File: config.mk
export PLATFORM = sky130hd
export DESIGN_NAME = pipe_core
export DESIGN_NICKNAME = d
export VERILOG_FILES = /design/src/rtl/opnd_pkg.sv /design/src/rtl/reg_file.sv /design/src/rtl/fwd_ctrl.sv /design/src/rtl/operand_lane.sv /design/src/rtl/exec_unit.sv /design/src/rtl/pipe_core.sv
export SDC_FILE = /design/constraint.sdc
export NUM_CORES = 1
export LEC_CHECK = 0
export ABC_AREA = 0
export BUFFER_PORTS_ARGS = -buffer_cell sky130_fd_sc_hd__buf_2
export CAP_MARGIN = 20
export CELL_PAD_IN_SITES_DETAIL_PLACEMENT = 1
export CELL_PAD_IN_SITES_GLOBAL_PLACEMENT = 1
export CORE_ASPECT_RATIO = 0.8
export CORE_MARGIN = 5
export CORE_UTILIZATION = 57
export CTS_CLUSTER_SIZE = 24
export DETAILED_ROUTE_END_ITERATION = 10
export PLACE_DENSITY_LB_ADDON = 0.1
export SLEW_MARGIN = 20
export SYNTH_ARGS = -nofsm -noshare
export SYNTH_HDL_FRONTEND = slang
export SYNTH_SLANG_ARGS = --single-unit
File: constraint.sdc
create_clock -name clk -period 11.83 [get_ports clk]
set_input_delay 2.9575 -clock clk [delete_from_list [all_inputs] [get_ports clk]]
set_output_delay 2.9575 -clock clk [all_outputs]
set_load 0.01 [all_outputs]
File: src/rtl/opnd_pkg.sv
/*
 * Shared encodings for the operand-supply pipeline slice.
 * Imported by the RTL and the testbench for source selects, ALU ops and lane indices.
 */

package opnd_pkg;

	////////////////////
	// Operand sources
	////////////////////

	// Values kept as in the classic OR1200 operand mux
	typedef enum logic [1:0] {
		SEL_RF      = 2'd0,
		SEL_IMM     = 2'd1,
		SEL_EX_FORW = 2'd2,
		SEL_WB_FORW = 2'd3
	} opnd_sel_e;

	////////////////////
	// ALU operations
	////////////////////

	typedef enum logic [2:0] {
		ALU_ADD    = 3'd0,
		ALU_SUB    = 3'd1,
		ALU_AND    = 3'd2,
		ALU_OR     = 3'd3,
		ALU_XOR    = 3'd4,
		// Load B straight through, e.g. an immediate
		ALU_PASS_B = 3'd5
	} alu_op_e;

	// Operand lanes, A first
	localparam int NUM_LANES = 2;
	localparam int LANE_A    = 0;
	localparam int LANE_B    = 1;

endpackage

File: src/rtl/reg_file.sv
/*
 * Integer register file, two combinational read ports and one write port.
 * Written only at the WB commit edge; register 0 is kept at zero.
 */

`timescale 1ns/1ns

module reg_file #(
	parameter  int WIDTH    = 32,
	parameter  int NUM_REGS = 16,
	localparam int AW       = $clog2(NUM_REGS)
) (
	input  logic             clk,
	input  logic             rst_n,
	// Read addresses from ID
	input  logic [AW-1:0]    rs_a,
	input  logic [AW-1:0]    rs_b,
	// Commit port from WB
	input  logic             wr_en,
	input  logic [AW-1:0]    wr_addr,
	input  logic [WIDTH-1:0] wr_data,
	output logic [WIDTH-1:0] rd_data_a,
	output logic [WIDTH-1:0] rd_data_b
);

	logic [WIDTH-1:0] regs [NUM_REGS];

	////////////////////
	// Write port
	////////////////////

	// Whole array cleared on reset
	always_ff @(posedge clk) begin
		if (!rst_n) begin
			for (int i = 0; i < NUM_REGS; i++) begin
				regs[i] <= '0;
			end
		end else if (wr_en) begin
			regs[wr_addr] <= wr_data;
		end
	end

	////////////////////
	// Read ports
	////////////////////

	// No write-through here, WB forwarding covers the commit cycle
	assign rd_data_a = regs[rs_a];
	assign rd_data_b = regs[rs_b];

	// EX drops writes to r0, so none may reach the array
	a_no_r0_write: assert property (@(posedge clk) disable iff (!rst_n)
		wr_en |-> (wr_addr != '0));

endmodule

File: src/rtl/fwd_ctrl.sv
/*
 * Operand source selection for the ID stage.
 * Compares each ID source register with the EX and WB destinations
 * and picks immediate, EX forward, WB forward or register file per lane.
 */

`timescale 1ns/1ns

module fwd_ctrl #(
	parameter int AW = 4
) (
	// ID source registers
	input  logic [AW-1:0]        rs_a,
	input  logic [AW-1:0]        rs_b,
	input  logic                 use_imm,
	// Producers in flight
	input  logic                 ex_we,
	input  logic [AW-1:0]        ex_rd,
	input  logic                 wb_we,
	input  logic [AW-1:0]        wb_rd,
	output opnd_pkg::opnd_sel_e  lane_sel [opnd_pkg::NUM_LANES]
);

	import opnd_pkg::*;

	// Source register seen by each lane
	logic [AW-1:0] lane_rs [NUM_LANES];

	assign lane_rs[LANE_A] = rs_a;
	assign lane_rs[LANE_B] = rs_b;

	////////////////////
	// Select priority
	////////////////////

	// Immediate first, B lane only
	// Then EX, which holds the younger value, then WB
	// r0 never matches a live producer since its write enable is dropped in EX
	always_comb begin
		for (int i = 0; i < NUM_LANES; i++) begin
			if (i == LANE_B && use_imm) begin
				lane_sel[i] = SEL_IMM;
			end else if (ex_we && ex_rd == lane_rs[i]) begin
				lane_sel[i] = SEL_EX_FORW;
			end else if (wb_we && wb_rd == lane_rs[i]) begin
				lane_sel[i] = SEL_WB_FORW;
			end else begin
				lane_sel[i] = SEL_RF;
			end
		end
	end

	// Operand A has no immediate path
	always_comb begin
		a_a_no_imm: assert #0 (lane_sel[LANE_A] != SEL_IMM)
			else $error("fwd_ctrl: lane A selected the immediate");
	end

endmodule

File: src/rtl/operand_lane.sv
/*
 * One operand lane: source mux into the EX operand register.
 * An operand captured at the start of an ID freeze is held until the
 * freeze ends, so forwarding sources moving on cannot overwrite it.
 */

`timescale 1ns/1ns

module operand_lane #(
	parameter int WIDTH = 32
) (
	input  logic                clk,
	input  logic                rst_n,
	// Pipeline freezes
	input  logic                id_freeze,
	input  logic                ex_freeze,
	// Source select from forwarding control
	input  opnd_pkg::opnd_sel_e sel,
	// Candidate sources
	input  logic [WIDTH-1:0]    rf_data,
	input  logic [WIDTH-1:0]    imm,
	input  logic [WIDTH-1:0]    ex_forw,
	input  logic [WIDTH-1:0]    wb_forw,
	// Operand into EX
	output logic [WIDTH-1:0]    operand
);

	import opnd_pkg::*;

	logic [WIDTH-1:0] muxed;
	// Operand already taken during the current ID freeze
	logic             saved;

	////////////////////
	// Source mux
	////////////////////

	always_comb begin
		case (sel)
			SEL_IMM:     muxed = imm;
			SEL_EX_FORW: muxed = ex_forw;
			SEL_WB_FORW: muxed = wb_forw;
			default:     muxed = rf_data;
		endcase
	end

	////////////////////
	// Operand register
	////////////////////

	// Nothing moves while EX is frozen
	// First edge of an ID freeze captures and marks saved
	// Saved holds the value until both freezes are low
	always_ff @(posedge clk) begin
		if (!rst_n) begin
			operand <= '0;
			saved   <= 1'b0;
		end else if (!ex_freeze) begin
			if (!saved) begin
				operand <= muxed;
				saved   <= id_freeze;
			end else if (!id_freeze) begin
				saved   <= 1'b0;
			end
		end
	end

	////////////////////
	// Checks
	////////////////////

	// EX freeze holds the operand
	a_ex_freeze_hold: assert property (@(posedge clk) disable iff (!rst_n)
		ex_freeze |=> $stable(operand));

endmodule

File: src/rtl/exec_unit.sv
/*
 * Execute and writeback stages.
 * Holds the EX control, computes the ALU result from both lanes,
 * registers it into WB and strobes the register file commit.
 */

`timescale 1ns/1ns

module exec_unit #(
	parameter int WIDTH = 32,
	parameter int AW    = 4
) (
	input  logic              clk,
	input  logic              rst_n,
	input  logic              id_freeze,
	input  logic              ex_freeze,
	// Decoded control from ID
	input  opnd_pkg::alu_op_e id_op,
	input  logic [AW-1:0]     id_rd,
	input  logic              id_we,
	// Lane operands
	input  logic [WIDTH-1:0]  operand_a,
	input  logic [WIDTH-1:0]  operand_b,
	// EX stage view, used for forwarding
	output logic              ex_we,
	output logic [AW-1:0]     ex_rd,
	output logic [WIDTH-1:0]  ex_forw,
	// WB stage, wb_data is also the WB forward
	output logic              wb_we,
	output logic [AW-1:0]     wb_rd,
	output logic [WIDTH-1:0]  wb_data,
	output logic              commit
);

	import opnd_pkg::*;

	alu_op_e ex_op;

	////////////////////
	// EX stage
	////////////////////

	// ID freeze sends a bubble, only the write enable is cleared
	// r0 destinations lose their write enable here
	always_ff @(posedge clk) begin
		if (!rst_n) begin
			ex_op <= ALU_ADD;
			ex_rd <= '0;
			ex_we <= 1'b0;
		end else if (!ex_freeze) begin
			if (id_freeze) begin
				ex_we <= 1'b0;
			end else begin
				ex_op <= id_op;
				ex_rd <= id_rd;
				ex_we <= id_we && (id_rd != '0);
			end
		end
	end

	// ALU
	always_comb begin
		case (ex_op)
			ALU_ADD:    ex_forw = operand_a + operand_b;
			ALU_SUB:    ex_forw = operand_a - operand_b;
			ALU_AND:    ex_forw = operand_a & operand_b;
			ALU_OR:     ex_forw = operand_a | operand_b;
			ALU_XOR:    ex_forw = operand_a ^ operand_b;
			ALU_PASS_B: ex_forw = operand_b;
			default:    ex_forw = '0;
		endcase
	end

	////////////////////
	// WB stage
	////////////////////

	always_ff @(posedge clk) begin
		if (!rst_n) begin
			wb_we   <= 1'b0;
			wb_rd   <= '0;
			wb_data <= '0;
		end else if (!ex_freeze) begin
			wb_we   <= ex_we;
			wb_rd   <= ex_rd;
			wb_data <= ex_forw;
		end
	end

	// Register file write at the next unfrozen edge
	assign commit = wb_we && !ex_freeze;

	// No live write to r0 in EX
	a_ex_r0: assert property (@(posedge clk) disable iff (!rst_n)
		(ex_rd == '0) |-> !ex_we);

endmodule

File: src/rtl/pipe_core.sv
/*
 * Top of the operand-supply slice: register file, forwarding control,
 * NUM_LANES operand lanes and the EX/WB stages.
 * Driven by a decoder with one instruction per cycle, paced by the freeze pair.
 */

`timescale 1ns/1ns

module pipe_core #(
	parameter  int WIDTH    = 32,
	// Power of two
	parameter  int NUM_REGS = 16,
	localparam int AW       = $clog2(NUM_REGS)
) (
	input  logic              clk,
	input  logic              rst_n,
	// Pipeline freezes
	input  logic              id_freeze,
	input  logic              ex_freeze,
	// Decoded instruction in ID
	input  logic [AW-1:0]     id_rs_a,
	input  logic [AW-1:0]     id_rs_b,
	input  logic [AW-1:0]     id_rd,
	input  logic              id_we,
	input  logic              id_use_imm,
	input  logic [WIDTH-1:0]  id_imm,
	input  opnd_pkg::alu_op_e id_op,
	// Instruction in WB
	output logic              wb_we,
	output logic [AW-1:0]     wb_rd,
	output logic [WIDTH-1:0]  wb_data
);

	import opnd_pkg::*;

	// Per-lane register file values and operands
	logic [WIDTH-1:0] lane_rf_data [NUM_LANES];
	logic [WIDTH-1:0] operand      [NUM_LANES];
	opnd_sel_e        lane_sel     [NUM_LANES];

	// EX producer
	logic             ex_we;
	logic [AW-1:0]    ex_rd;
	logic [WIDTH-1:0] ex_forw;
	logic             commit;

	////////////////////
	// ID stage
	////////////////////

	// Written from WB on commit
	reg_file #(
		.WIDTH    (WIDTH),
		.NUM_REGS (NUM_REGS)
	) u_reg_file (
		.clk       (clk),
		.rst_n     (rst_n),
		.rs_a      (id_rs_a),
		.rs_b      (id_rs_b),
		.wr_en     (commit),
		.wr_addr   (wb_rd),
		.wr_data   (wb_data),
		.rd_data_a (lane_rf_data[LANE_A]),
		.rd_data_b (lane_rf_data[LANE_B])
	);

	fwd_ctrl #(
		.AW (AW)
	) u_fwd_ctrl (
		.rs_a     (id_rs_a),
		.rs_b     (id_rs_b),
		.use_imm  (id_use_imm),
		.ex_we    (ex_we),
		.ex_rd    (ex_rd),
		.wb_we    (wb_we),
		.wb_rd    (wb_rd),
		.lane_sel (lane_sel)
	);

	// One lane per operand, WB result doubles as the WB forward
	for (genvar i = 0; i < NUM_LANES; i++) begin : g_lane
		operand_lane #(
			.WIDTH (WIDTH)
		) u_lane (
			.clk       (clk),
			.rst_n     (rst_n),
			.id_freeze (id_freeze),
			.ex_freeze (ex_freeze),
			.sel       (lane_sel[i]),
			.rf_data   (lane_rf_data[i]),
			.imm       (id_imm),
			.ex_forw   (ex_forw),
			.wb_forw   (wb_data),
			.operand   (operand[i])
		);
	end

	////////////////////
	// EX and WB stages
	////////////////////

	exec_unit #(
		.WIDTH (WIDTH),
		.AW    (AW)
	) u_exec_unit (
		.clk       (clk),
		.rst_n     (rst_n),
		.id_freeze (id_freeze),
		.ex_freeze (ex_freeze),
		.id_op     (id_op),
		.id_rd     (id_rd),
		.id_we     (id_we),
		.operand_a (operand[LANE_A]),
		.operand_b (operand[LANE_B]),
		.ex_we     (ex_we),
		.ex_rd     (ex_rd),
		.ex_forw   (ex_forw),
		.wb_we     (wb_we),
		.wb_rd     (wb_rd),
		.wb_data   (wb_data),
		.commit    (commit)
	);

endmodule

# ---- Yosys cells after proc, flatten, opt, wreduce, memory -nomap -nowiden
# Memory sizes are Yosys's and may differ from the RTL's.
# Index checks and enable logic that the tools add are counted.
dict set report totals {
  memories 1
  rom_bits 0
  regBits 111
  mem_bits_rw 512
  out_inout_bits 37
  latch_bits 0
  input_bits 53
}
# memory words width rd rd_clocked_by_memory_dff wr line
set memory_table {}
lappend memory_table {u_reg_file.regs 16 32 2 0 16 reg_file.sv:26} ;# logic [WIDTH-1:0] regs [NUM_REGS];
dict set report op_classes {
  shifts 0
  magnitude_cmp 0
  mul 0
  eq_ne 15
  n_div 0
  mux 19
  bitwise_logic 7
  add_sub_neg 2
  n_reduce_logical 13
}
# cell n
set ops {}
lappend ops {{one-hot mux 32 bit (3 select lines)} 2}
lappend ops {{one-hot mux 32 bit (6 select lines)} 1}
lappend ops {{adder 32 bit} 1}
lappend ops {{AND 32 bit} 1}
lappend ops {{two-way mux 32 bit} 1}
lappend ops {{bitwise OR 32 bit} 1}
lappend ops {{OR reduction 32 bit} 1}
lappend ops {{subtractor 32 bit} 1}
lappend ops {{bitwise XOR 32 bit} 1}
lappend ops {{equality test 4 bit} 4}
lappend ops {{two-way mux 2 bit} 5}
lappend ops {{two-way mux 1 bit} 9}
lappend ops {{equality test 2 bit (second input constant)} 4}
lappend ops {{equality test 3 x 2 -> 1 bit (second input constant)} 2}
lappend ops {{equality test 3 bit (second input constant)} 2}
lappend ops {{logical AND 1 bit} 6}
lappend ops {{AND reduction 2 bit} 3}
lappend ops {{equality test 2 x 1 -> 1 bit (second input constant)} 2}
lappend ops {{two-way mux 4 bit} 1}
lappend ops {{NOT 1 bit} 4}
lappend ops {{nonzero test 4 bit} 1}
lappend ops {{equality test 3 x 1 -> 1 bit (second input constant)} 1}
lappend ops {{logical NOT 3 bit} 1}
lappend ops {{logical NOT 1 bit} 1}

# ---- Logic depth before layout (Yosys ltp)
dict set report depth {
  depth_word 7
  depth_mapped 18
  depth_no_buf 18
}

# ---- By module
# From an unflattened synthesis, not the netlist that was laid out.
dict set report hier_totals {
  hier_cells 2880
  area_unflattened_um2 36323.6
}
# mod area_per_inst_um2 instances cells_per_inst
set modules_own_cells {}
lappend modules_own_cells {reg_file 26530.4 1 1687}
lappend modules_own_cells {exec_unit 5799.3 1 794}
lappend modules_own_cells {operand_lane 1885.6 2 184}
lappend modules_own_cells {fwd_ctrl 222.7 1 31}

# ---- Worst setup path before layout
# Ideal clock, no wire load.
dict set report synth_path {
  kind {in2reg}
  start {in ex_freeze}
  end {mem u_reg_file.regs[13][0] (enable)}
  n_path_buf 2
  slack_ns 5.418
  setup_time_ns 0.466
  path_stages 4
  arrival_time_ns 5.946
  path_cell_list {clkbuf_1 or3_1 clkbuf_1 o21ai_0}
}
# item line
set synth_lines {}
lappend synth_lines {{from (decl)} pipe_core.sv:19} ;# input logic ex_freeze,
lappend synth_lines {{to (decl)} reg_file.sv:26}

# ---- Worst setup path after layout
dict set report layout_path {
  start {in id_rs_a[1]}
  end {reg g_lane[0].u_lane.operand[29]}
}
dict set report layout_between {
  elab_chain_cells 6
}
# item line
set layout_lines {}
lappend layout_lines {{from (decl)} pipe_core.sv:21} ;# input logic [AW-1:0] id_rs_a,
lappend layout_lines {{equality test 4 bit} fwd_ctrl.sv:45} ;# end else if (wb_we && wb_rd == lane_rs[i]) begin
lappend layout_lines {{logical AND 1 bit} fwd_ctrl.sv:45}
lappend layout_lines {{two-way mux 2 bit} fwd_ctrl.sv:45}
lappend layout_lines {{two-way mux 2 bit} fwd_ctrl.sv:43} ;# end else if (ex_we && ex_rd == lane_rs[i]) begin
lappend layout_lines {{equality test 2 bit or equality test 2 x 1 -> 1 bit (tied branches)} operand_lane.sv:39} ;# case (sel)
lappend layout_lines {{one-hot mux 32 bit (3 select lines) *} operand_lane.sv:39}
lappend layout_lines {{to (signal assigned)} operand_lane.sv:60} ;# operand <= muxed;
lappend layout_lines {{to (decl)} operand_lane.sv:25} ;# output logic [WIDTH-1:0] operand
# Mark *: on every way between the ends. The rest lies on a longest branch, timed or not.
# A chain may end at the register's enable or synchronous reset.

==> flow_metrics.env <==
export IMPL_yosys_warnings=0
export IMPL_final_min_clock_period_ns=6.38
export IMPL_maxClockFrequency_mhz=157
export IMPL_final_layout_size_suffix_gt1_share_pct=20.6
export IMPL_globalplace_congestion=0.937
export IMPL_number_of_fill_cells_in_the_layout=6161
export IMPL_r2r_start="u_exec_unit.ex_op[2]"
export IMPL_synth_main_ff_cell="sky130_fd_sc_hd__edfxtp_1"
export IMPL_grt_first_pass_wirelength_um=198000
export IMPL_post_synth_mux_area_share_pct=19.4
export IMPL_clock_insertion_delay_worst_skew_ns=0.63
export IMPL_top_level_ports=90
export IMPL_worst_setup_path_end_kind="flop"
export IMPL_holdPathStages=2
export IMPL_peak_vdd_ir_mv=0.116
export IMPL_clock_power_share_pct=38.1
export IMPL_routed_via_count=28100
export IMPL_synth_yosys_seq_area_share_pct=47.8
export IMPL_drc_errors=0
export IMPL_cells_traversed_along_the_worst_timing_path="buf_4, buf_4, xnor2_1, nand2_1, nor4_4, buf_4, a211oi_1, a21oi_1, nor2_1, a221oi_1, a21oi_1"
export IMPL_fin_skew_ns=0.0320
export IMPL_share_seq_of_total_power_pct=45.3
export IMPL_finalSetupViolations=0
export IMPL_cp_data_arrival_time_ns=6.86
export IMPL_cellLeakagePower_nw=14.9
export IMPL_syn_instance_count=2978
export IMPL_outcome="finished, final reports clean"
export IMPL_synth_simple_gate_area_share_pct=14.3
export IMPL_setup_tns_after_final_layout_ns=0
export IMPL_area_of_the_core_region_um2=64100
export IMPL_floorplan_initialDensity_pct=57.4
export IMPL_power_share_switching_pct=29.3
export IMPL_synth_top_family_by_area="multiplexers"
export IMPL_power_density_nw_per_um2=144
export IMPL_antenna_left=0
export IMPL_die_width_um=294
export IMPL_htree_levels=3
export IMPL_route_detailed_wl_per_inst_um=35.9
export IMPL_critical_path_class="primary input to flop"
export IMPL_first_global_vias=28800
export IMPL_finalCritPeriodShare_pct=54.0
export IMPL_cts_num_sinks=622
export IMPL_clockRootBuffer="sky130_fd_sc_hd__clkbuf_16"
export IMPL_crit_path_largest_cell_delay_ns=0.80
export IMPL_port_buffers=89
export IMPL_cts_hold_buffers=0
export IMPL_timing_final_hold_violations=0
export IMPL_grt_overflow=0
export IMPL_xor_xnor_cell_area_share_of_the_yosys_netlist_pct=1.59
export IMPL_worst_hold_path_type="flop to flop"
export IMPL_yosysUniqueCellTypes=75
export IMPL_drtPass1Iterations=5
export IMPL_grt_antenna_before_repair=8
export IMPL_fp_dieArea_um2=69700
export IMPL_route_final_wire_length_um=137000
export IMPL_relSlewSlack_pct=24.2
export IMPL_overall_track_demand_over_capacity_in_global_routing_pct=38.8
export IMPL_cts_resized=0
export IMPL_synthesized_area_per_cell_um2=12.3
export IMPL_ys_top_cells_by_area="sky130_fd_sc_hd__edfxtp_1 (42%), sky130_fd_sc_hd__mux4_2 (18%), sky130_fd_sc_hd__and2_1 (8.8%)"
export IMPL_slew_at_the_pin_with_the_worst_max_slew_slack_ns=1.14
export IMPL_number_of_max_slew_violations_in_the_final_report=0
export IMPL_row_count=83
export IMPL_ys_ff_latch=622
export IMPL_critical_path_source="id_rs_a[1]"
export IMPL_critical_path_slowest_cell="sky130_fd_sc_hd__buf_4"
export IMPL_synth_area_um2=36800
export IMPL_clock_tree_buffer_depth=3
export IMPL_detailedRoute_firstIterationViolations=3885
export IMPL_post_synth_fa_ha_maj_area_fraction_pct=3.32
export IMPL_synth_edf_count=512
export IMPL_rsz0062_at_grt="no"
export IMPL_critPathBufInv=3
export IMPL_dp_final_hpwl_um=86500
export IMPL_timing_critical_path_required_ns=12.31
export IMPL_compound_gate_fraction_of_synth_area_pct=9.71
export IMPL_power_switching_mw=1.70
export IMPL_crit_path_start_kind="primary input"
export IMPL_worst_r2r_path_depth=14
export IMPL_post_cts_buffers=0
export IMPL_grt_max_degree=88
export IMPL_hold_path_startpoint="g_lane[0].u_lane.operand[11]"
export IMPL_tritoncts="built"
export IMPL_timing_max_cap_violations=0
export IMPL_worst_path_most_repeated_cell="sky130_fd_sc_hd__buf_4"
export IMPL_postSynth_asyncResetShare_pct=0
export IMPL_chipHeight_um=237
export IMPL_critical_path_depth=11
export IMPL_flow_area_growth_from_synthesis_pct=10.1
export IMPL_final_nets=3077
export IMPL_routed_via_density=7.35
export IMPL_cell_internal_pwr_mw=4.11
export IMPL_crit_family="buffers and inverters"
export IMPL_pwr_share_comb_pct=16.7
export IMPL_highest_net_fanout_along_the_worst_path=62
export IMPL_clk_pin_slew_ns=0.06
export IMPL_synth_top_cell_area_share_pct=41.8
export IMPL_cts_buffers_inserted=67
export IMPL_syn_nets=3128
export IMPL_synthDominantAreaCellType="sky130_fd_sc_hd__edfxtp_1"
export IMPL_design_power_total_mw=5.81
## logic make-up after synthesis
logic type	Yosys count
flip-flops	622
adder cells (fa/ha/maj)	97
multiplexers	349
AO/OA/AOI/OAI	543
XOR/XNOR	66
buffers and inverters	362
AND/OR/NAND/NOR	939
## state kept, by name, summed over array words and instances, names as in the netlist
| name | flops |
|---|---|
| u_exec_unit.ex_op | 3 |
| g_lane.u_lane.operand | 64 |
| u_exec_unit.wb_data | 32 |
| g_lane.u_lane.saved | 1 |
| u_exec_unit.wb_rd | 4 |
| u_exec_unit.wb_we | 1 |
| u_exec_unit.ex_rd | 4 |
| u_exec_unit.ex_we | 1 |
| u_reg_file.regs | 512 |
## worst register-to-register path: stages (launching register included)
cell and delay [ns]:
sky130_fd_sc_hd__dfxtp_1 0.39, sky130_fd_sc_hd__or2_2 0.59, sky130_fd_sc_hd__nor2_1 0.89, sky130_fd_sc_hd__nor2_1 0.19, sky130_fd_sc_hd__xnor2_1 0.19, sky130_fd_sc_hd__ha_1 0.36
sky130_fd_sc_hd__nor2b_1 0.54, sky130_fd_sc_hd__o2111ai_1 0.26, sky130_fd_sc_hd__a21oi_1 0.26, sky130_fd_sc_hd__o21ai_1 0.19, sky130_fd_sc_hd__a2111oi_1 0.99, sky130_fd_sc_hd__o2111ai_1 0.33
sky130_fd_sc_hd__a311oi_1 0.55, sky130_fd_sc_hd__nand3_1 0.15, sky130_fd_sc_hd__a22o_1 0.22
## cell usage after synthesis, drive strengths merged, types with 73 or more instances
master,count
nand2,146
clkbuf,219
a21oi,109
dfxtp,110
edfxtp,512
a211oi,73
mux4,290
and2,520
ha,96
inv,80
o21ai,130
nor2,88
## stage by stage
step                cells  util, %  hold slack [ns]  instance area (µm²)  setup slack, ns
global route         3826     63.2            0.543                40500             5.37
finish               3828     63.2            0.528                40500             5.45
CTS                  3825     63.2            0.530                40500             5.61
floorplan            2978        -            0.460                36800             5.42
detailed placement   3707     59.6            0.518                38200             5.00
global placement     3697     59.2            0.493                37900             5.08
## worst paths after layout
path | to | slack, ns
worst max-delay path | g_lane[0].u_lane.operand[29] | 5.45
worst min-delay path | g_lane[0].u_lane.operand[11] | 0.53
worst max register to register | g_lane[1].u_lane.operand[28] | 5.61
worst min register to register | g_lane[0].u_lane.operand[11] | 0.53
## layout by cell type (no fill, tap or decap), types with 65 or more instances in the layout
cell type,netlist,layout
sky130_fd_sc_hd__nor2_1,88,71
sky130_fd_sc_hd__and2_1,520,520
sky130_fd_sc_hd__dfxtp_1,110,110
sky130_fd_sc_hd__mux4_2,290,290
sky130_fd_sc_hd__o21ai_0,127,115
sky130_fd_sc_hd__ha_1,96,96
sky130_fd_sc_hd__nand2_1,146,146
sky130_fd_sc_hd__buf_2,38,83
sky130_fd_sc_hd__buf_4,3,65
sky130_fd_sc_hd__a21oi_1,109,109
sky130_fd_sc_hd__inv_1,80,80
sky130_fd_sc_hd__edfxtp_1,512,512
sky130_fd_sc_hd__clkbuf_16,0,73
sky130_fd_sc_hd__a211oi_1,73,73
## power groups by stage
| stage | Clock (mW) | Combinational, mW | Sequential (mW) |
|---|---|---|---|
| after global placement | 0 | 0.909 | 2.65 |
| after floorplan | 0 | 0.658 | 2.56 |
| after CTS | 2.22 | 0.946 | 2.62 |
| final | 2.21 | 0.968 | 2.63 |
| after detailed placement | 0 | 0.937 | 2.67 |
| after global routing | 2.31 | 1.01 | 2.64 |
## final cells by class
type	count	area, µm²	share of cell area, %
inverters	81	304	0.751
diodes	2	5.00	0.0124
repair buffers	161	1210	2.99
flip-flops and latches	622	17600	43.4
well taps	850	1060	2.63
multi-input cells	1994	18100	44.6
clock buffers	81	1870	4.61
clock inverters	37	395	0.977
## layer usage
| layer | vias up | wire length (µm) | track usage, % |
|---|---|---|---|
| li1 | 11100 | - | - |
| met5 | - | 21 | 0 |
| met4 | 4 | 7990 | 18.3 |
| met1 | 14500 | 50700 | 53.0 |
| met2 | 2134 | 62800 | 60.0 |
| met3 | 435 | 15900 | 8.39 |
Note: power is estimated with default switching activity, not from simulation.
